## src/rtl/mem_sys_pkg.sv

```systemverilog
package mem_sys_pkg;

	//////////////////////////////
	// widths
	//////////////////////////////

	// byte address, one word wide
	localparam int addr_w = 32;

	// one memory block = one cache line = one double word
	localparam int block_w = 64;

	// byte offset bits inside a block
	localparam int block_off_w = $clog2(block_w / 8);

	// memory transaction tag, zero means no tag
	localparam int tag_w = 4;

	// number of distinct tag values
	localparam int tag_count = 2 ** tag_w;

	//////////////////////////////
	// types
	//////////////////////////////

	typedef logic [tag_w-1:0] mem_tag_t;

	// bus command, same encoding as the memory bus
	typedef enum logic [1:0] {
		bus_none  = 2'h0,
		bus_load  = 2'h1,
		bus_store = 2'h2
	} bus_cmd_t;

	// access size of a load or store
	typedef enum logic [1:0] {
		size_byte   = 2'h0,
		size_half   = 2'h1,
		size_word   = 2'h2,
		size_double = 2'h3
	} mem_size_t;

	//////////////////////////////
	// helpers
	//////////////////////////////

	// aligned block address, low offset bits cleared
	function automatic logic [addr_w-1:0] block_addr(input logic [addr_w-1:0] addr);
		return {addr[addr_w-1:block_off_w], {block_off_w{1'b0}}};
	endfunction

endpackage

```

## src/rtl/icache.sv

```systemverilog
`timescale 1ns/100ps

module icache #(
	parameter int icache_lines = 32
) (
	input  logic                              clock,
	input  logic                              reset,

	// fetch side
	input  logic [mem_sys_pkg::addr_w-1:0]    fetch_addr,
	output logic [mem_sys_pkg::block_w-1:0]   fetch_data,
	output logic                              fetch_valid,

	// controller side
	output mem_sys_pkg::bus_cmd_t             icache_command,
	output logic [mem_sys_pkg::addr_w-1:0]    icache_addr,
	input  mem_sys_pkg::mem_tag_t             icache_response,
	input  logic [mem_sys_pkg::block_w-1:0]   icache_data,
	input  mem_sys_pkg::mem_tag_t             icache_tag
);
	import mem_sys_pkg::*;

	localparam int idx_w  = $clog2(icache_lines);
	localparam int ltag_w = addr_w - block_off_w - idx_w;

	//////////////////////////////
	// line storage
	//////////////////////////////

	logic [block_w-1:0]      data_mem [icache_lines];
	logic [ltag_w-1:0]       tag_mem  [icache_lines];
	logic [icache_lines-1:0] valid_bits;

	// fields of the current fetch address
	logic [idx_w-1:0]  fetch_idx;
	logic [ltag_w-1:0] fetch_ltag;
	logic              hit;

	// miss tracking
	logic              req_active;
	mem_tag_t          miss_tag;
	logic [addr_w-1:0] miss_addr;
	logic [idx_w-1:0]  miss_idx;
	logic [ltag_w-1:0] miss_ltag;

	logic start_miss;
	logic accepted;
	logic fill;

	assign fetch_idx  = fetch_addr[block_off_w +: idx_w];
	assign fetch_ltag = fetch_addr[addr_w-1 -: ltag_w];

	// hit check against the indexed line
	assign hit         = valid_bits[fetch_idx] && (tag_mem[fetch_idx] == fetch_ltag);
	assign fetch_valid = hit;
	assign fetch_data  = data_mem[fetch_idx];

	//////////////////////////////
	// miss handling
	//////////////////////////////

	// only one miss in flight, requested or waiting for data
	assign start_miss = !hit && !req_active && (miss_tag == '0);

	// request comes from the recorded miss address
	assign miss_idx       = miss_addr[block_off_w +: idx_w];
	assign miss_ltag      = miss_addr[addr_w-1 -: ltag_w];
	assign icache_command = req_active ? bus_load : bus_none;
	assign icache_addr    = miss_addr;

	// nonzero response means memory took the load
	assign accepted = req_active && (icache_response != '0);

	// data for our tag is back
	assign fill = (miss_tag != '0) && (icache_tag == miss_tag);

	always_ff @(posedge clock) begin
		if (reset) begin
			req_active <= 1'b0;
			miss_tag   <= '0;
		end else if (start_miss) begin
			req_active <= 1'b1;
		end else if (accepted) begin
			// stop asking, wait for the tag
			req_active <= 1'b0;
			miss_tag   <= icache_response;
		end else if (fill) begin
			miss_tag <= '0;
		end
	end

	// block address of the miss, held until the fill
	always_ff @(posedge clock) begin
		if (start_miss) begin
			miss_addr <= block_addr(fetch_addr);
		end
	end

	//////////////////////////////
	// line fill
	//////////////////////////////

	// fill goes to the recorded line even if fetch_addr moved
	always_ff @(posedge clock) begin
		if (fill) begin
			data_mem[miss_idx] <= icache_data;
			tag_mem[miss_idx]  <= miss_ltag;
		end
	end

	// all lines invalid out of reset
	always_ff @(posedge clock) begin
		if (reset) begin
			valid_bits <= '0;
		end else if (fill) begin
			valid_bits[miss_idx] <= 1'b1;
		end
	end

endmodule

```

## config.mk

```make
export PLATFORM = sky130hd
export DESIGN_NAME = icache
export DESIGN_NICKNAME = d
export VERILOG_FILES = /design/src/rtl/mem_sys_pkg.sv /design/src/rtl/icache.sv
export SDC_FILE = /design/constraint.sdc
export NUM_CORES = 2
export LEC_CHECK = 0
export BUFFER_PORTS_ARGS = -buffer_cell sky130_fd_sc_hd__buf_2
export CORE_MARGIN = 1
export CORE_UTILIZATION = 34
export DETAILED_ROUTE_END_ITERATION = 12
export PLACE_DENSITY = 0.52
export SYNTH_ARGS = -nofsm -noshare
export SYNTH_HDL_FRONTEND = slang
export SYNTH_SLANG_ARGS = --single-unit
```

## constraint.sdc

```tcl
create_clock -name clock -period 9.81 [get_ports clock]
set_input_delay 1.4715 -clock clock [delete_from_list [all_inputs] [get_ports clock]]
set_output_delay 1.4715 -clock clock [all_outputs]
set_load 0.005 [all_outputs]
```

Yosys cells after proc, flatten, opt, wreduce, memory -nomap -nowiden:

Memory sizes are Yosys's and may differ from the RTL's.
Cells that the tools add are included.

* bits in registers: 66
* memories: 2
* output and inout bits: 99
* bits of input ports: 106
* bits in writable memories: 2816
* logic and storage cells: 38

* magnitude comparators: 3
* eq/ne operators: 2
* reduce and logical (&&, ||, !) cells: 14
* bitwise logic cells: 2
* mux-type cells: 11

Memories
* data_mem: depth 32, width 64, read ports 1, clocked after memory_dff 0, wr ports 1, line icache.sv:30 `logic [block_w-1:0] data_mem [icache_lines];`
* tag_mem: depth 32, width 24, read ports 1, clocked after memory_dff 0, wr ports 1, line icache.sv:31 `logic [ltag_w-1:0] tag_mem [icache_lines];`

Operator list (number)
* $or A32 B32 Y32: 1
* $eq A24 B24 Y1: 1
* $lt A5 B6 Y1 const B: 2
* $mux W4: 2
* $reduce_bool A4 Y1: 2
* $mux W1: 7
* $logic_and A1 B1 Y1: 6
* $bmux W1 S5: 1
* $demux W1 S5: 1
* $ge A5 B1 Y1 const B: 1
* $eq A4 B4 Y1: 1
* $logic_not A4 Y1: 1
* $reduce_bool A2 Y1: 2
* $logic_not A1 Y1: 2
* $reduce_and A2 Y1: 1
* $not A1 Y1: 1

Longest topological paths before layout:

* depth in word-level cells: 8
* depth in mapped cells: 15

Worst setup path after synthesis:

Ideal clock, no wire load.

* path kind: input-to-reg
* from: input port icache_tag[0]
* to: memory data_mem[24][0], enable pin
* path buffers: 0
* slack: 3.125 ns
* setup time: 0.537 ns
* stages on the path: 6
* arrival time: 6.148 ns
* path through: xnor2_1 nand2_1 nor4_1 nor2b_1 nand3_1 nor2_1

* word-level cells in the longest chain between the ends: 4

RTL lines
* start, declared: line icache.sv:19 `input mem_sys_pkg::mem_tag_t icache_tag`
* $eq A4 B4 Y1: line icache.sv:75 `assign fill = (miss_tag != '0) && (icache_tag == miss_tag);`
* $logic_and A1 B1 Y1: line icache.sv:75
* $mux W1: line icache.sv:105 `if (fill) begin`
* $mux W1 (implied by the code): line icache.sv:106 `data_mem[miss_idx] <= icache_data;`
* end, declared: line icache.sv:30

Every way passes these cells.

Final worst setup path:

* from: input port fetch_addr[5] (netlist name)
* to: output port fetch_valid

* word-level cells in the longest chain between the ends: 3
* elaborated cells on any way between the ends: 5
* those cells by class: 1 x eq/ne; 2 x mux; 1 x reduce/logical; 1 x memory

RTL lines
* start, declared: line icache.sv:10 `input logic [mem_sys_pkg::addr_w-1:0] fetch_addr,`
* $mem_v2 Z32 W24 / $bmux W1 S5 (equally long branches)
* $eq A24 B24 Y1 / $mux W1 (equally long branches): line icache.sv:54 `assign hit = valid_bits[fetch_idx] && (tag_mem[fetch_idx] == fetch_ltag);`
* $logic_and A1 B1 Y1 *: line icache.sv:54
* end, declared: line icache.sv:12 `output logic fetch_valid,`

Every way passes the cells marked *; elsewhere a longest branch is shown, timed or not. The select of a mux whose other input is x is not followed.

==> out/metrics.cfg <==
[global_routing]
gr-total-overflow=0
grt_max_degree=129
grt_first_pass_wirelength_mm=410.5
grt_pass1_vias=52830
antenna_violations_before_repair=34
grt_usage_pct=17.97

[sta]
fin_worst_skew_ns=0.04937
rsz0062_at_grt=no
fin_tns_setup_ns=0
period_minus_ws_final_ns=7.382
final_min_period_over_clock_period_pct=75.25
setup_viol=0
worst-slew-pin-transition_ns=1.321
slew_violations=0
layout_setup_ws_ns=2.428
hold_viol_final=0
max_freq_mhz=135.5
slew_headroom_pct=11.73

[logic_synthesis]
synth-edff-count=2845
average_cell_area_after_synthesis_sq_um=23.94
portion_of_synthesized_cell_area_occupied_by_the_leading_cell_type_pct=77.80
ys_dominant_reg_cell=sky130_fd_sc_hd__edfxtp_1
post-synth-top-area-cell=sky130_fd_sc_hd__edfxtp_1
post_synth_inst_count=4587
yosys.cell_types.count=68
biggest_area_contributors_in_the_synthesized_netlist=sky130_fd_sc_hd__edfxtp_1 (78%), sky130_fd_sc_hd__mux4_2 (16%), sky130_fd_sc_hd__mux2i_1 (0.83%)
synthArstFlopShare_pct=0
mappedNetlistArea_sq_um=109800
yosysWarnings=0
post_synthesis_register_bit_count=2882
synth.yosys.seq_area_share_pct=78.47

[status]
status=completed

[pwr]
ir_drop_uv=127.7
clk_pwr_share_pct=42.7
seqPwrFrac_pct=52.7
comb_power_share_pct=4.7
p_int_mw=20.92
leakagePower_nw=39.19
switchingPower_mw=5.788
power.share.switching_pct=21.67
power_density_nw_per_um2=211.5

[critical_path]
top_family_by_delay_on_critical_path=compound AO/OA/AOI/OAI gates
critPathKind=in -> out
critPathCaptureType=output pin
cp_num_buf_inv=3
cpPeakStageDelay_ns=0.98
crit_fanout=58
worst_ep_arrival_ns=5.91
cp_cell_sequence=buf_8, buf_4, mux4_2, nand2_1, a31oi_1, xor2_1, o41ai_1, o21ai_0, nor4_2, buf_2
crit_path_top_delay_cell=sky130_fd_sc_hd__nor4_2
critPathRequiredTime_ns=8.34
setup.worst_path.start_class=input pin

[floorplanning]
die_width_um=570.3
core_area_sq_um=321100
die_area_sq_um=325300
floorplan.rows=208
ioPinCount=205
fp.dieH_um=570.3
start_util_pct=34.19

[min_path]
min_path_type=reg -> reg

[place]
dpl.hpwl_mm=145.0
io_buffers=197
dpl_worst_slack_ns=2.412
gpl.final_weighted_congestion=0.7275

[clocking]
clk_path_buf_depth=4
cts.root.buffer_cell=sky130_fd_sc_hd__clkbuf_16
holdBufCountCts=0
cts_post_setup_buffers_inserted=0
clk_pin_slew_ns=0.05
post_cts.resized_instances=0
htree_num_levels=5
clock_sinks=2882
tritoncts=built
insertion_delay_ns=0.91
total_clock_buffers_created_by_cts=312

[drt]
antenna_left=0
detail_route.wirelength_mm=294.7
drt_pre_antenna_iters=5
vias=50790
routed_via_density=5.322
route.detailed.wl_per_inst_um=30.88
drt_iter0_markers=5312
detail_route.drc_violations=0

[run]
maxCapViolations=0

[cells_and_area]
final_layout_size_suffix_gt1_share_pct=31.04
layout-area-overhead-vs-synth_pct=14.97
finish.net_count=5094
layout.filler_cells=28510

## power groups by stage
stage	Sequential [mW]	Combinational, mW	Clock, mW
after global routing	14.1	1.34	12.1
after global placement	14.3	1.27	0
after floorplan	14.2	0.703	0
after CTS	14.1	1.28	11.6
after detailed placement	14.3	1.28	0
final	14.1	1.25	11.4
## path summary, 6_finish.rpt
check,startpoint,endpoint,slack (ns),depth (start not counted)
worst max-delay path,fetch_addr[5],fetch_valid,2.43,10
worst max register to register,tag_mem[12][12]$_DFFE_PP_,icache_addr[14]$_DFFE_PP_,5.44,10
worst min register to register,valid_bits[12]$_SDFFE_PP0P_,valid_bits[12]$_SDFFE_PP0P_,0.46,2
worst min-delay path,valid_bits[12]$_SDFFE_PP0P_,valid_bits[12]$_SDFFE_PP0P_,0.46,2
## through the flow
step	cell area, sq um	hold WS [ns]	cells	power [mW]	util [%]
after floorplan	109800	0.4348	4590	14.93	-
after global placement	116400	0.4470	8979	15.57	36.25
after detailed placement	116400	0.4571	8979	15.61	36.25
after CTS	126200	0.4720	9534	26.99	39.31
after global routing	126200	0.4936	9536	27.51	39.31
final	126300	0.4639	9543	26.71	39.31
## sequential cells by signal (all words and copies together) (netlist names)
register / count
icache_addr: 29
valid_bits: 32
tag_mem: 768
miss_tag: 4
req_active: 1
data_mem: 2048
## final cells by class
type	count	area (sq um)	share of cell area, %
Inverter	5	26.28	0.02081
Tap cell	4305	5386	4.266
Multi-Input combinational cell	1463	22640	17.93
Clock buffer	379	8144	6.450
Sequential cell	2882	86170	68.25
Clock inverter	176	1663	1.317
Antenna cell	9	22.52	0.01784
Timing Repair Buffer	324	2201	1.743
## cells in the mapped netlist, types with 5 or more instances
cell	count
sky130_fd_sc_hd__edfxtp_1	2845
sky130_fd_sc_hd__mux4_2	799
sky130_fd_sc_hd__nand2_1	167
sky130_fd_sc_hd__nor2_1	110
sky130_fd_sc_hd__clkbuf_1	99
sky130_fd_sc_hd__mux2i_1	91
sky130_fd_sc_hd__buf_2	84
sky130_fd_sc_hd__a22oi_1	38
sky130_fd_sc_hd__dfxtp_1	37
sky130_fd_sc_hd__mux2_2	37
sky130_fd_sc_hd__buf_4	33
sky130_fd_sc_hd__xor2_1	20
sky130_fd_sc_hd__xnor2_1	19
sky130_fd_sc_hd__a21oi_1	15
sky130_fd_sc_hd__a221oi_1	14
sky130_fd_sc_hd__buf_1	12
sky130_fd_sc_hd__nor2b_1	12
sky130_fd_sc_hd__o21ai_0	11
sky130_fd_sc_hd__nand3_1	9
sky130_fd_sc_hd__nor3_1	8
sky130_fd_sc_hd__o21ba_2	8
sky130_fd_sc_hd__buf_6	7
sky130_fd_sc_hd__mux4_1	7
sky130_fd_sc_hd__nand2b_1	7
sky130_fd_sc_hd__nand4_1	7
sky130_fd_sc_hd__a211oi_1	6
sky130_fd_sc_hd__a31oi_1	6
sky130_fd_sc_hd__nor4_1	6
sky130_fd_sc_hd__o22ai_1	6
sky130_fd_sc_hd__and2_1	5
## layout by cell type, fill, tap and decap left out, types with 5 or more instances in the layout
cell type	synthesis	layout
sky130_fd_sc_hd__nor2_1	110	77
sky130_fd_sc_hd__buf_12	2	17
sky130_fd_sc_hd__clkinv_8	0	9
sky130_fd_sc_hd__nor3_1	8	8
sky130_fd_sc_hd__nand2_1	167	167
sky130_fd_sc_hd__clkinv_2	0	44
sky130_fd_sc_hd__xnor2_1	19	19
sky130_fd_sc_hd__nor4_1	6	6
sky130_fd_sc_hd__xor2_1	20	20
sky130_fd_sc_hd__nand3_1	9	9
sky130_fd_sc_hd__dfxtp_1	37	37
sky130_fd_sc_hd__inv_6	0	8
sky130_fd_sc_hd__nand2b_1	7	7
sky130_fd_sc_hd__nor2_4	0	33
sky130_fd_sc_hd__mux2_2	37	37
sky130_fd_sc_hd__clkinv_1	1	78
sky130_fd_sc_hd__a221oi_1	14	14
sky130_fd_sc_hd__buf_2	84	192
sky130_fd_sc_hd__clkbuf_16	0	316
sky130_fd_sc_hd__clkbuf_1	99	63
sky130_fd_sc_hd__bufinv_16	0	26
sky130_fd_sc_hd__o21ai_0	11	11
sky130_fd_sc_hd__buf_4	33	110
sky130_fd_sc_hd__edfxtp_1	2845	2845
sky130_fd_sc_hd__a211oi_1	6	6
sky130_fd_sc_hd__diode_2	0	9
sky130_fd_sc_hd__nand4_1	7	7
sky130_fd_sc_hd__mux4_1	7	7
sky130_fd_sc_hd__and2_1	5	5
sky130_fd_sc_hd__a31oi_1	6	6
sky130_fd_sc_hd__o21ba_2	8	8
sky130_fd_sc_hd__o22ai_1	6	6
sky130_fd_sc_hd__a21oi_1	15	15
sky130_fd_sc_hd__nor2b_1	12	12
sky130_fd_sc_hd__mux2i_1	91	91
sky130_fd_sc_hd__clkinvlp_4	0	7
sky130_fd_sc_hd__mux4_2	799	799
sky130_fd_sc_hd__a22oi_1	38	38
## routing by layer
| layer | global-route usage (%) | part of all wire, % |
|---|---|---|
| met1 | 25.39 | 44 |
| met2 | 29.43 | 49 |
| met3 | 2.595 | 5.4 |
| met4 | 4.100 | 2.1 |
| met5 | 0 | 0.019 |
## logic make-up (layout without fill, tap and decap cells)
family                 count (synthesis)  in the layout  share of synthesized area (%)
buffers and inverters                245            884                          1.148
flip-flops                          2882           2882                          78.47
XOR/XNOR                              39             39                         0.3110
other                                  1             13                       0.003415
AO/OA/AOI/OAI                        135            135                         0.9309
multiplexers                         934            934                          17.76
AND/OR/NAND/NOR                      351            351                          1.373
## worst reg2reg max path, stage by stage, from the launching register on
cell	delay (ns)
sky130_fd_sc_hd__edfxtp_1	0.35
sky130_fd_sc_hd__mux4_2	0.46
sky130_fd_sc_hd__nor2b_1	0.15
sky130_fd_sc_hd__a211oi_1	0.23
sky130_fd_sc_hd__a31oi_1	0.17
sky130_fd_sc_hd__xor2_1	0.24
sky130_fd_sc_hd__o41ai_1	0.72
sky130_fd_sc_hd__o21ai_0	0.35
sky130_fd_sc_hd__nor4_2	0.98
sky130_fd_sc_hd__nor2_4	0
sky130_fd_sc_hd__buf_4	0.35
No activity file was read; power rests on OpenSTA's default activity.
