## config.mk

```make
export PLATFORM = sky130hd
export DESIGN_NAME = cache_controller
export DESIGN_NICKNAME = d
export VERILOG_FILES = /design/src/rtl/mem_sys_pkg.sv /design/src/rtl/cache_controller.sv
export SDC_FILE = /design/constraint.sdc
export NUM_CORES = 1
export LEC_CHECK = 0
export ABC_AREA = 0
export BUFFER_PORTS_ARGS = -buffer_cell sky130_fd_sc_hd__buf_2
export CAP_MARGIN = 20
export CORE_AREA = 2 2 174 176
export CTS_BUF_LIST = sky130_fd_sc_hd__clkbuf_4
export DETAILED_ROUTE_END_ITERATION = 12
export DIE_AREA = 0 0 176 178
export HOLD_SLACK_MARGIN = 0.06
export PLACE_DENSITY = 0.32
export SYNTH_ARGS = -nofsm -noshare
export SYNTH_HDL_FRONTEND = slang
export SYNTH_SLANG_ARGS = --single-unit
```

## constraint.sdc

```tcl
create_clock -name clock -period 1.78 [get_ports clock]
set_clock_uncertainty 0.15 [all_clocks]
set_input_delay 0 -clock clock [delete_from_list [all_inputs] [get_ports clock]]
set_output_delay 0 -clock clock [all_outputs]
set_load 0.02 [all_outputs]
```

## src/rtl/mem_sys_pkg.sv

```systemverilog
package mem_sys_pkg;

	//////////////////////////////
	// widths
	//////////////////////////////

	// byte address, one word wide
	localparam int addr_w = 32;

	// one memory block = one cache line = one double word
	localparam int block_w = 64;

	// byte offset bits inside a block
	localparam int block_off_w = $clog2(block_w / 8);

	// memory transaction tag, zero means no tag
	localparam int tag_w = 4;

	// number of distinct tag values
	localparam int tag_count = 2 ** tag_w;

	//////////////////////////////
	// types
	//////////////////////////////

	typedef logic [tag_w-1:0] mem_tag_t;

	// bus command, same encoding as the memory bus
	typedef enum logic [1:0] {
		bus_none  = 2'h0,
		bus_load  = 2'h1,
		bus_store = 2'h2
	} bus_cmd_t;

	// access size of a load or store
	typedef enum logic [1:0] {
		size_byte   = 2'h0,
		size_half   = 2'h1,
		size_word   = 2'h2,
		size_double = 2'h3
	} mem_size_t;

	//////////////////////////////
	// helpers
	//////////////////////////////

	// aligned block address, low offset bits cleared
	function automatic logic [addr_w-1:0] block_addr(input logic [addr_w-1:0] addr);
		return {addr[addr_w-1:block_off_w], {block_off_w{1'b0}}};
	endfunction

endpackage

```

## src/rtl/cache_controller.sv

```systemverilog
`timescale 1ns/100ps

module cache_controller (
	input  logic                              clock,
	input  logic                              reset,

	// instruction cache
	input  mem_sys_pkg::bus_cmd_t             icache_command,
	input  logic [mem_sys_pkg::addr_w-1:0]    icache_addr,
	output mem_sys_pkg::mem_tag_t             icache_response,
	output logic [mem_sys_pkg::block_w-1:0]   icache_data,
	output mem_sys_pkg::mem_tag_t             icache_tag,

	// data cache
	input  mem_sys_pkg::bus_cmd_t             dcache_command,
	input  logic [mem_sys_pkg::addr_w-1:0]    dcache_addr,
	input  logic [mem_sys_pkg::block_w-1:0]   dcache_data,
	output mem_sys_pkg::mem_tag_t             dcache_response,
	output logic [mem_sys_pkg::block_w-1:0]   dcache_data_in,
	output mem_sys_pkg::mem_tag_t             dcache_tag,

	// memory
	output mem_sys_pkg::bus_cmd_t             proc2mem_command,
	output logic [mem_sys_pkg::addr_w-1:0]    proc2mem_addr,
	output logic [mem_sys_pkg::block_w-1:0]   proc2mem_data,
	input  mem_sys_pkg::mem_tag_t             mem2proc_response,
	input  logic [mem_sys_pkg::block_w-1:0]   mem2proc_data,
	input  mem_sys_pkg::mem_tag_t             mem2proc_tag
);
	import mem_sys_pkg::*;

	logic dsel;
	logic isel;

	// one bit per tag, set when the data cache owns it
	logic [tag_count-1:0] owner_d;
	logic                 ret_valid;
	logic                 ret_to_d;

	//////////////////////////////
	// request arbitration
	//////////////////////////////

	// data cache always wins
	assign dsel = (dcache_command != bus_none);
	assign isel = !dsel && (icache_command != bus_none);

	always_comb begin
		proc2mem_command = bus_none;
		proc2mem_addr    = icache_addr;
		proc2mem_data    = '0;
		if (dsel) begin
			proc2mem_command = dcache_command;
			proc2mem_addr    = dcache_addr;
			proc2mem_data    = dcache_data;
		end else if (isel) begin
			proc2mem_command = icache_command;
		end
	end

	// response only to the cache that was on the bus
	assign dcache_response = dsel ? mem2proc_response : '0;
	assign icache_response = isel ? mem2proc_response : '0;

	//////////////////////////////
	// tag owner table
	//////////////////////////////

	// stores never come back, so only loads are recorded
	always_ff @(posedge clock) begin
		if (reset) begin
			owner_d <= '0;
		end else if ((proc2mem_command == bus_load) && (mem2proc_response != '0)) begin
			owner_d[mem2proc_response] <= dsel;
		end
	end

	assign ret_valid = (mem2proc_tag != '0);
	assign ret_to_d  = owner_d[mem2proc_tag];

	// other cache sees tag zero
	assign dcache_tag     = (ret_valid && ret_to_d) ? mem2proc_tag : '0;
	assign dcache_data_in = (ret_valid && ret_to_d) ? mem2proc_data : '0;
	assign icache_tag     = (ret_valid && !ret_to_d) ? mem2proc_tag : '0;
	assign icache_data    = (ret_valid && !ret_to_d) ? mem2proc_data : '0;

endmodule

```

======== Word-level counts from Yosys, hierarchy flattened ========
Index checks and enable logic that the tools add are counted.
word-level totals
  bits in registers ....................... 16
  bits of input ports ..................... 206
  output and inout port bits .............. 242
  word-level logic and storage cells ...... 31
operators by class
  magnitude comparators ................... 3
  eq/ne operators ......................... 1
  multiplexer cells ....................... 15
  reduce and logical (&&, ||, !) cells .... 11
operators by type and width
  operator                                                            count
  two-way mux 64 bit                                                  3
  two-way mux 32 bit                                                  1
  bitwise mux 16 bit                                                  1
  two-way mux 4 bit                                                   4
  < comparator 4 x 5 -> 1 bit (second input constant)                 2
  nonzero test 4 bit                                                  2
  logical AND 1 bit                                                   5
  binary-select mux 1 bit (select 4 bit)                              1
  demux 1 bit (select 4 bit)                                          1
  greater-or-equal comparator 4 x 1 -> 1 bit (second input constant)  1
  two-way mux 2 bit                                                   2
  nonzero test 2 bit                                                  2
  equality test 2 x 1 -> 1 bit (second input constant)                1
  logical NOT 1 bit                                                   2
  two-way mux 1 bit                                                   2

======== Logic depth before layout (Yosys ltp) ========
Gate-level depths: netlist of the first run.
  depth in word-level cells ............... 7
  mapped depth ............................ 8
  gate-level depth less buffers ........... 5

======== Worst setup path before layout of the first run ========
OpenSTA, ideal clock, no wires.
  kind .................................... reg-to-output
  start point ............................. reg owner_d[8]
  end point ............................... out dcache_tag[0]
  data arrival time ....................... 1842 ps
  required time ........................... 1630 ps
  setup slack ............................. -212 ps
  cell stages (with the launch flop) ...... 7
  buffers on the path ..................... 2
  path through ............................ dfxtp_1 -> mux4_1 -> nor2_1 -> or4_4 -> buf_6 -> buf_6 -> a21boi_0
between the ends
  cells in the longest elaborated chain, start to end .. 4
ends and longest elaborated chain
  element                                  RTL line                text
  from (decl)                              cache_controller.sv:36  logic [tag_count-1:0] owner_d;
  from (signal, indexed assignment)        cache_controller.sv:74  owner_d[mem2proc_response] <= dsel;
  binary-select mux 1 bit (select 4 bit)   cache_controller.sv:79  assign ret_to_d = owner_d[mem2proc_tag];
  two-way mux 1 bit (implied by the code)  cache_controller.sv:79
  logical AND 1 bit                        cache_controller.sv:82  assign dcache_tag = (ret_valid && ret_to_d) ? mem2proc_tag : '0;
  two-way mux 4 bit                        cache_controller.sv:82
  to (decl)                                cache_controller.sv:20  output mem_sys_pkg::mem_tag_t dcache_tag,
No other way between the ends. The select of a mux whose other input is x is not followed.

======== Worst setup path after layout of the first run ========
  start point ............................. reg owner_d[4]
  end point ............................... out dcache_data_in[2] in the netlist's numbering
between the ends
  cells in the longest elaborated chain, start to end .. 4
ends and longest elaborated chain
  element                                  RTL line                text
  binary-select mux 1 bit (select 4 bit)   cache_controller.sv:79
  two-way mux 1 bit (implied by the code)  cache_controller.sv:79
  logical AND 1 bit                        cache_controller.sv:83  assign dcache_data_in = (ret_valid && ret_to_d) ? mem2proc_data : '0;
  two-way mux 64 bit                       cache_controller.sv:83
  to (decl)                                cache_controller.sv:19  output logic [mem_sys_pkg::block_w-1:0] dcache_data_in,
No other way between the ends. The select of a mux whose other input is x is not followed.

==> results.sh, run 1 <==
export IMPL_outcome="finished with violations"
export IMPL_violations="negative setup slack"
export IMPL_rsz0062_at_grt="true"
export IMPL_grt_antenna_before_repair=0
export IMPL_yosysUniqueCellTypes=32
export IMPL_placementRows=63
export IMPL_hold_path_startpoint="mem2proc_response[3]"
export IMPL_grt_pass1_vias=5110
export IMPL_yosys_warnings=0
export IMPL_grt_usage=0.136
export IMPL_ys_top_cells_by_area="nor2b_1 15%, mux2_2 12%, dfxtp_1 11%, nor3_1 11%, a21oi_1 9.9%"
export IMPL_crit_type="reg2out"
export IMPL_r2r_slack_ns=0.66
export IMPL_worst_slack_ns=-0.515
export IMPL_reg2reg_from="owner_d[4]"
export IMPL_crit_family="simple AND/OR/NAND/NOR gates"
export IMPL_worstMarginPinSlew_ns=0.460
export IMPL_yosysTopAreaCell="nor2b_1"
export IMPL_clock_sinks=16
export IMPL_drt_initial_drc_count=112
export IMPL_setup_tns_ns=-54.48
export IMPL_cp_slowest_cell="or4_4"
export IMPL_antennaDiodeCount=0
export IMPL_core_area_mm2=0.0294
export IMPL_synth_avg_cell_area_um2=6.62
export IMPL_syn_num_nets=655
export IMPL_syn_inst=449
export IMPL_dpl_cell_count=1288
export IMPL_fillers=3248
export IMPL_max_clock_freq_mhz=436
export IMPL_largest_reg_flops=16
export IMPL_period_share=1.29
export IMPL_endpoint_kind="output port"
export IMPL_cts_htree_levels=1
export IMPL_start_util=0.101
export IMPL_hpwl_um=18600
export IMPL_reg_largest_list="owner_d x16"
export IMPL_cts_made_buffers=3
export IMPL_path_cells="mux4_2 -> nor2_4 -> buf_6 -> or4_4 -> buf_12 -> a21oi_1 -> buf_4"
export IMPL_crit_fanout=37
export IMPL_maxSlewViolCount=0
export IMPL_drive_above_1_share=0.748
export IMPL_final_antenna_net_count=0
export IMPL_clk_pin_slew_worst_paths_ns=0.11
export IMPL_pwr_density_cell_mw_per_mm2=394
export IMPL_grt_max_degree=57
export IMPL_drv_cap=0
export IMPL_io_pins=448
export IMPL_final_util=0.274
export IMPL_reg2regPathDepth=5
export IMPL_wl_per_cell_um=17.4
export IMPL_cpPeakStageDelay_ns=0.53
export IMPL_largest_register="owner_d"
export IMPL_fin_crit_ns=2.30
export IMPL_cp_arrival_ns=2.15
export IMPL_die_area_mm2=0.0313
export IMPL_clk_path_buf_depth=2
export IMPL_nets=1143
export IMPL_crit_buf_inv=3
export IMPL_cts_root_buf="clkbuf_4"
export IMPL_multi_input_area_mm2=0.00319
export IMPL_setup_viol=134
export IMPL_gr_total_overflow=0
export IMPL_critPathLaunchType="flop"
export IMPL_netlist_area_mm2=0.00297
export IMPL_yosysMostFrequentCell="nor2b_1"
export IMPL_synth_edff_count=0
export IMPL_grt_pass1_wl_um=32300
export IMPL_wirelength_um=23000
export IMPL_port_buffer_count=447
export IMPL_vias_per_cell=3.95
export IMPL_regArea_um2=338
export IMPL_cts_tree="done"
export IMPL_min_path_cells=4
export IMPL_hold_viol_final=0
export IMPL_yosys_top_cells_count="72 x nor2b_1, 66 x nand2_1, 64 x nor3_1"
export IMPL_min_to="owner_d[6]"
export IMPL_async_reset_ff_frac=0
export IMPL_slew_headroom=0.692
export IMPL_globalplace_congestion=0.764
export IMPL_first_pass_iters=4
export IMPL_area_delta_synth_final_pct=170
export IMPL_peakVddDrop_v=0.000114
export IMPL_r2r_end="owner_d[4]"
export IMPL_leakage_nw=3.85
export IMPL_layout_cells_non_filler=1326
export IMPL_post_synth_top_area_fraction=0.151
export IMPL_clk_latency_ns=0.28
export IMPL_die_y_um=178
export IMPL_drc=0
export IMPL_hold_class="in2reg"
export IMPL_ys_ff_latch=16
export IMPL_fp_dieW_um=176
export IMPL_synth_top_flop_cell="dfxtp_1"
export IMPL_ys_seq_area_frac=0.108
export IMPL_vias=5236
export IMPL_cp_required_ns=1.63
==> how the worst max path moves through the flow <==
stage / start / to / slack, ns / depth (start not counted)
final: owner_d[4] / dcache_data_in[2] / -0.52 / 7
after global routing: owner_d[4] / dcache_data_in[4] / -0.62 / 7
after CTS: owner_d[4] / dcache_data_in[34] / -0.54 / 7
after detailed placement: owner_d[4] / icache_data[56] / -0.49 / 6
after global placement: mem2proc_tag[2] / icache_data[50] / -0.41 / 12
after floorplan: owner_d[12] / dcache_data_in[10] / -0.07 / 6
==> kinds of logic (layout without fill, tap and decap cells) <==
kind of cell	count (synthesis)	after routing	synth area share
flip-flops	16	16	0.108
multiplexers	42	42	0.169
AO/OA/AOI/OAI	106	106	0.240
AND/OR/NAND/NOR	225	225	0.387
buffers and inverters	60	547	0.0959
==> cell usage in the layout (no fill, tap or decap), drive strengths merged, types with 3 or more instances in the layout <==
cell and n:
buf 536, a21oi 79, nor2b 72, nand2 66, nor3 64, mux2 32
a311oi 16, dfxtp 16, nor2 7, mux2i 7, inv 6, and2 5
and3 4, mux4 3, clkbuf 3
==> metrics by stage <==
step,setup WS [ns],hold slack (ns),cell area (um2),power [mW]
after floorplan,-0.0736,-0.0784,3410,1.58
after global placement,-0.413,0.182,6470,2.49
after detailed placement,-0.495,0.181,6470,2.48
after CTS,-0.537,0.116,7700,3.09
after global routing,-0.616,0.114,8040,3.36
final,-0.515,0.110,8040,3.17
==> routing by layer <==
metal	wire length, um	global-route usage	share of wire	vias to the layer above
li1	-	-	-	2554
met1	8100	0.143	0.35	2394
met2	12800	0.278	0.56	276
met3	1840	0.0328	0.080	12
met4	257	0.0158	0.011	0
met5	0	0	0	-
==> repair_timing <==
item                                    4_1_cts  5_1_grt
cloned                                       10        0
resized for setup                           229      118
pin swaps                                    32       41
endpoints found under the setup margin      136      136
hold buffers                                  1        0
hold endpoints to repair                     16        0
buffers inserted                             28       10
==> tightest hold or removal path: stages <==
cell and delay, ns:
buf_2 0.15, nor2b_1 0.12, buf_4 0.16, a311oi_1 0.09
==> power breakdown <==
group | switching [mW] | total, mW | internal, mW | leakage (nW)
registers | 0.00405 | 0.368 | 0.364 | 0.136
logic | 1.43 | 2.60 | 1.17 | 3.70
clock network | 0.122 | 0.203 | 0.0814 | 0.0154
==> final cells by class <==
class,count,share of cell area
repair buffers,537,0.492
multi-input cells,373,0.397
clock inverters,1,0.000467
flip-flops and latches,16,0.0420
inverters,6,0.00482
well taps,390,0.0607
clock buffers,3,0.00280
Note: power is estimated with default switching activity, not from simulation.
==> run 2: changes to the inputs <==
==> constraint.sdc (replaced) <==
create_clock -name clock -period 1.78 [get_ports clock]
set_clock_uncertainty 0.15 [all_clocks]
set_input_delay 0.089 -clock clock [delete_from_list [all_inputs] [get_ports clock]]
set_output_delay 0.089 -clock clock [all_outputs]
set_load 0.02 [all_outputs]
==> run 2 against run 1 <==
Against the previous run:
- flip-flop and latch count is the same
- non-clock buffer count is 7 higher
- register-to-register slack gained 0.08 ns
- the flow still finishes with violations (negative setup slack)
- utilization grew 2.4 points
- largest power group unchanged
- largest cell class unchanged
- critical path depth did not move
- fmax fell by 2.9%
- worst setup slack worse by 0.070 ns
- die area stayed put
- clock power barely moved
- power increased by 6.9%
- critical path type unchanged
==> results.sh, run 2 (synthesized netlist as in run 1, its figures left out) <==
export IMPL_cts_made_buffers=3
export IMPL_setup_tns_ns=-65.49
export IMPL_cts_htree_levels=1
export IMPL_grt_usage=0.138
export IMPL_hold_path_startpoint="mem2proc_response[2]"
export IMPL_die_area_mm2=0.0313
export IMPL_rsz0062_at_grt="true"
export IMPL_drv_cap=0
export IMPL_fin_area_mm2=0.00875
export IMPL_outcome="finished with violations"
export IMPL_nets=1152
export IMPL_placed_area_mm2=0.00720
export IMPL_whs_ns=0.174
export IMPL_maxSlewViolCount=0
export IMPL_hold_class="in2reg"
export IMPL_setup_viol=135
export IMPL_clk_path_buf_depth=2
export IMPL_wl_met3_um=1740
export IMPL_grt_pass1_vias=5310
export IMPL_grt_max_degree=50
export IMPL_grt_pass1_wl_um=32800
export IMPL_cp_required_ns=1.54
export IMPL_min_to="owner_d[3]"
export IMPL_r2r_slack_ns=0.74
export IMPL_area_delta_synth_final_pct=194
export IMPL_start_util=0.101
export IMPL_drive_above_1_share=0.785
export IMPL_vias_per_cell=4.01
export IMPL_largest_reg_flops=16
export IMPL_first_pass_iters=4
export IMPL_die_y_um=178
export IMPL_slew_headroom=0.641
export IMPL_place_ws_ns=-0.311
export IMPL_final_common_cell="buf_2"
export IMPL_final_util=0.298
export IMPL_leakage_nw=4.02
export IMPL_layout_cells_non_filler=1337
export IMPL_drt_initial_drc_count=130
export IMPL_endpoint_kind="output port"
export IMPL_globalplace_congestion=0.783
export IMPL_cp_arrival_ns=2.13
export IMPL_pwr_density_cell_mw_per_mm2=387
export IMPL_vias=5357
export IMPL_period_share=1.33
export IMPL_crit_fanout=6
export IMPL_clk_pin_slew_worst_paths_ns=0.10
export IMPL_placementRows=63
export IMPL_drc=0
export IMPL_worstMarginPinSlew_ns=0.538
export IMPL_peakVddDrop_v=0.000144
export IMPL_hpwl_um=19600
export IMPL_route_met2_wl_um=13800
export IMPL_clk_latency_ns=0.28
export IMPL_cts_tree="done"
export IMPL_critPathLaunchType="flop"
export IMPL_fin_crit_ns=2.36
export IMPL_r2r_end="owner_d[6]"
export IMPL_routed_top_layer="met5"
export IMPL_dpl_cell_count=1304
export IMPL_gr_total_overflow=0
export IMPL_core_area_mm2=0.0294
export IMPL_power_mw=3.39
export IMPL_max_clock_freq_mhz=423
export IMPL_hold_viol_final=0
export IMPL_layout_common_cells="311 x buf_2, 120 x buf_6, 80 x buf_4"
export IMPL_reg2reg_from="owner_d[6]"
export IMPL_clock_sinks=16
export IMPL_final_antenna_net_count=0
export IMPL_cts_root_buf="clkbuf_4"
export IMPL_reg2regPathDepth=4
export IMPL_violations="negative setup slack"
export IMPL_wirelength_um=24300
export IMPL_largest_register="owner_d"
export IMPL_port_buffer_count=447
export IMPL_io_pins=448
export IMPL_wl_per_cell_um=18.2
export IMPL_fp_dieW_um=176
export IMPL_min_path_cells=4
export IMPL_worst_slack_ns=-0.585
export IMPL_wirelength_met1_um=8280
export IMPL_reg_largest_list="owner_d x16"
export IMPL_fillers=3166
export IMPL_grt_antenna_before_repair=4
export IMPL_crit_type="reg2out"
-- run 2: cell types whose count changed in the layout (fill, tap and decap cells not counted), moves of 4 or more --
cell and change:
a21oi_1 -38, a21oi_4 +40, buf_6 +30, buf_8 -4, buf_4 -22, clkbuf_16 +6
-- run 2: how the worst max path moves through the flow --
stage / depth (start not counted) / start / to / slack, ns
finish: 7 / owner_d[4] / dcache_data_in[31] / -0.58
global route: 7 / owner_d[4] / dcache_data_in[32] / -0.65
CTS: 6 / owner_d[4] / dcache_data_in[55] / -0.59
detailed placement: 9 / mem2proc_tag[2] / icache_data[28] / -0.31
global placement: 9 / mem2proc_tag[2] / icache_data[28] / -0.31
floorplan: 6 / owner_d[12] / icache_data[48] / -0.14
-- run 2: layout make-up --
| cell class | count | area [um2] | share of cell area |
|---|---|---|---|
| diodes | 2 | 5.00 | 0.000572 |
| clock buffers | 3 | 22.5 | 0.00257 |
| clock inverters | 1 | 3.75 | 0.000429 |
| inverters | 6 | 35.0 | 0.00400 |
| multi-input cells | 375 | 3630 | 0.415 |
| flip-flops and latches | 16 | 334 | 0.0382 |
| well taps | 390 | 488 | 0.0558 |
| repair buffers | 544 | 4230 | 0.484 |
-- run 2: critical path: stages, from the launching register on --
cell and delay [ns]:
dfxtp_2 0.35, mux4_2 0.27, nor2_4 0.05, buf_6 0.12, or4_4 0.54, clkbuf_16 0.21, a21oi_2 0.16, buf_6 0.14
-- run 2: power by group --
part	total, mW	internal, mW	leakage [nW]	switching [mW]
clock network	0.200	0.0814	0.0154	0.119
registers	0.367	0.364	0.135	0.00334
logic	2.82	1.29	3.87	1.53
-- run 2: repair_timing --
item / CTS / global route
gates cloned: 6 / 9
gates resized for setup: 234 / 88
hold endpoints to repair: 16 / 0
hold buffers: 1 / 0
buffers inserted: 4 / 10
pin swaps: 21 / 32
setup endpoints to repair: 135 / 136
-- run 2: layer usage --
layer | vias up | track usage
met1 | 2460 | 0.141
met4 | 2 | 0.0341
met2 | 270 | 0.282
li1 | 2603 | -
met5 | - | 0
met3 | 22 | 0.0303
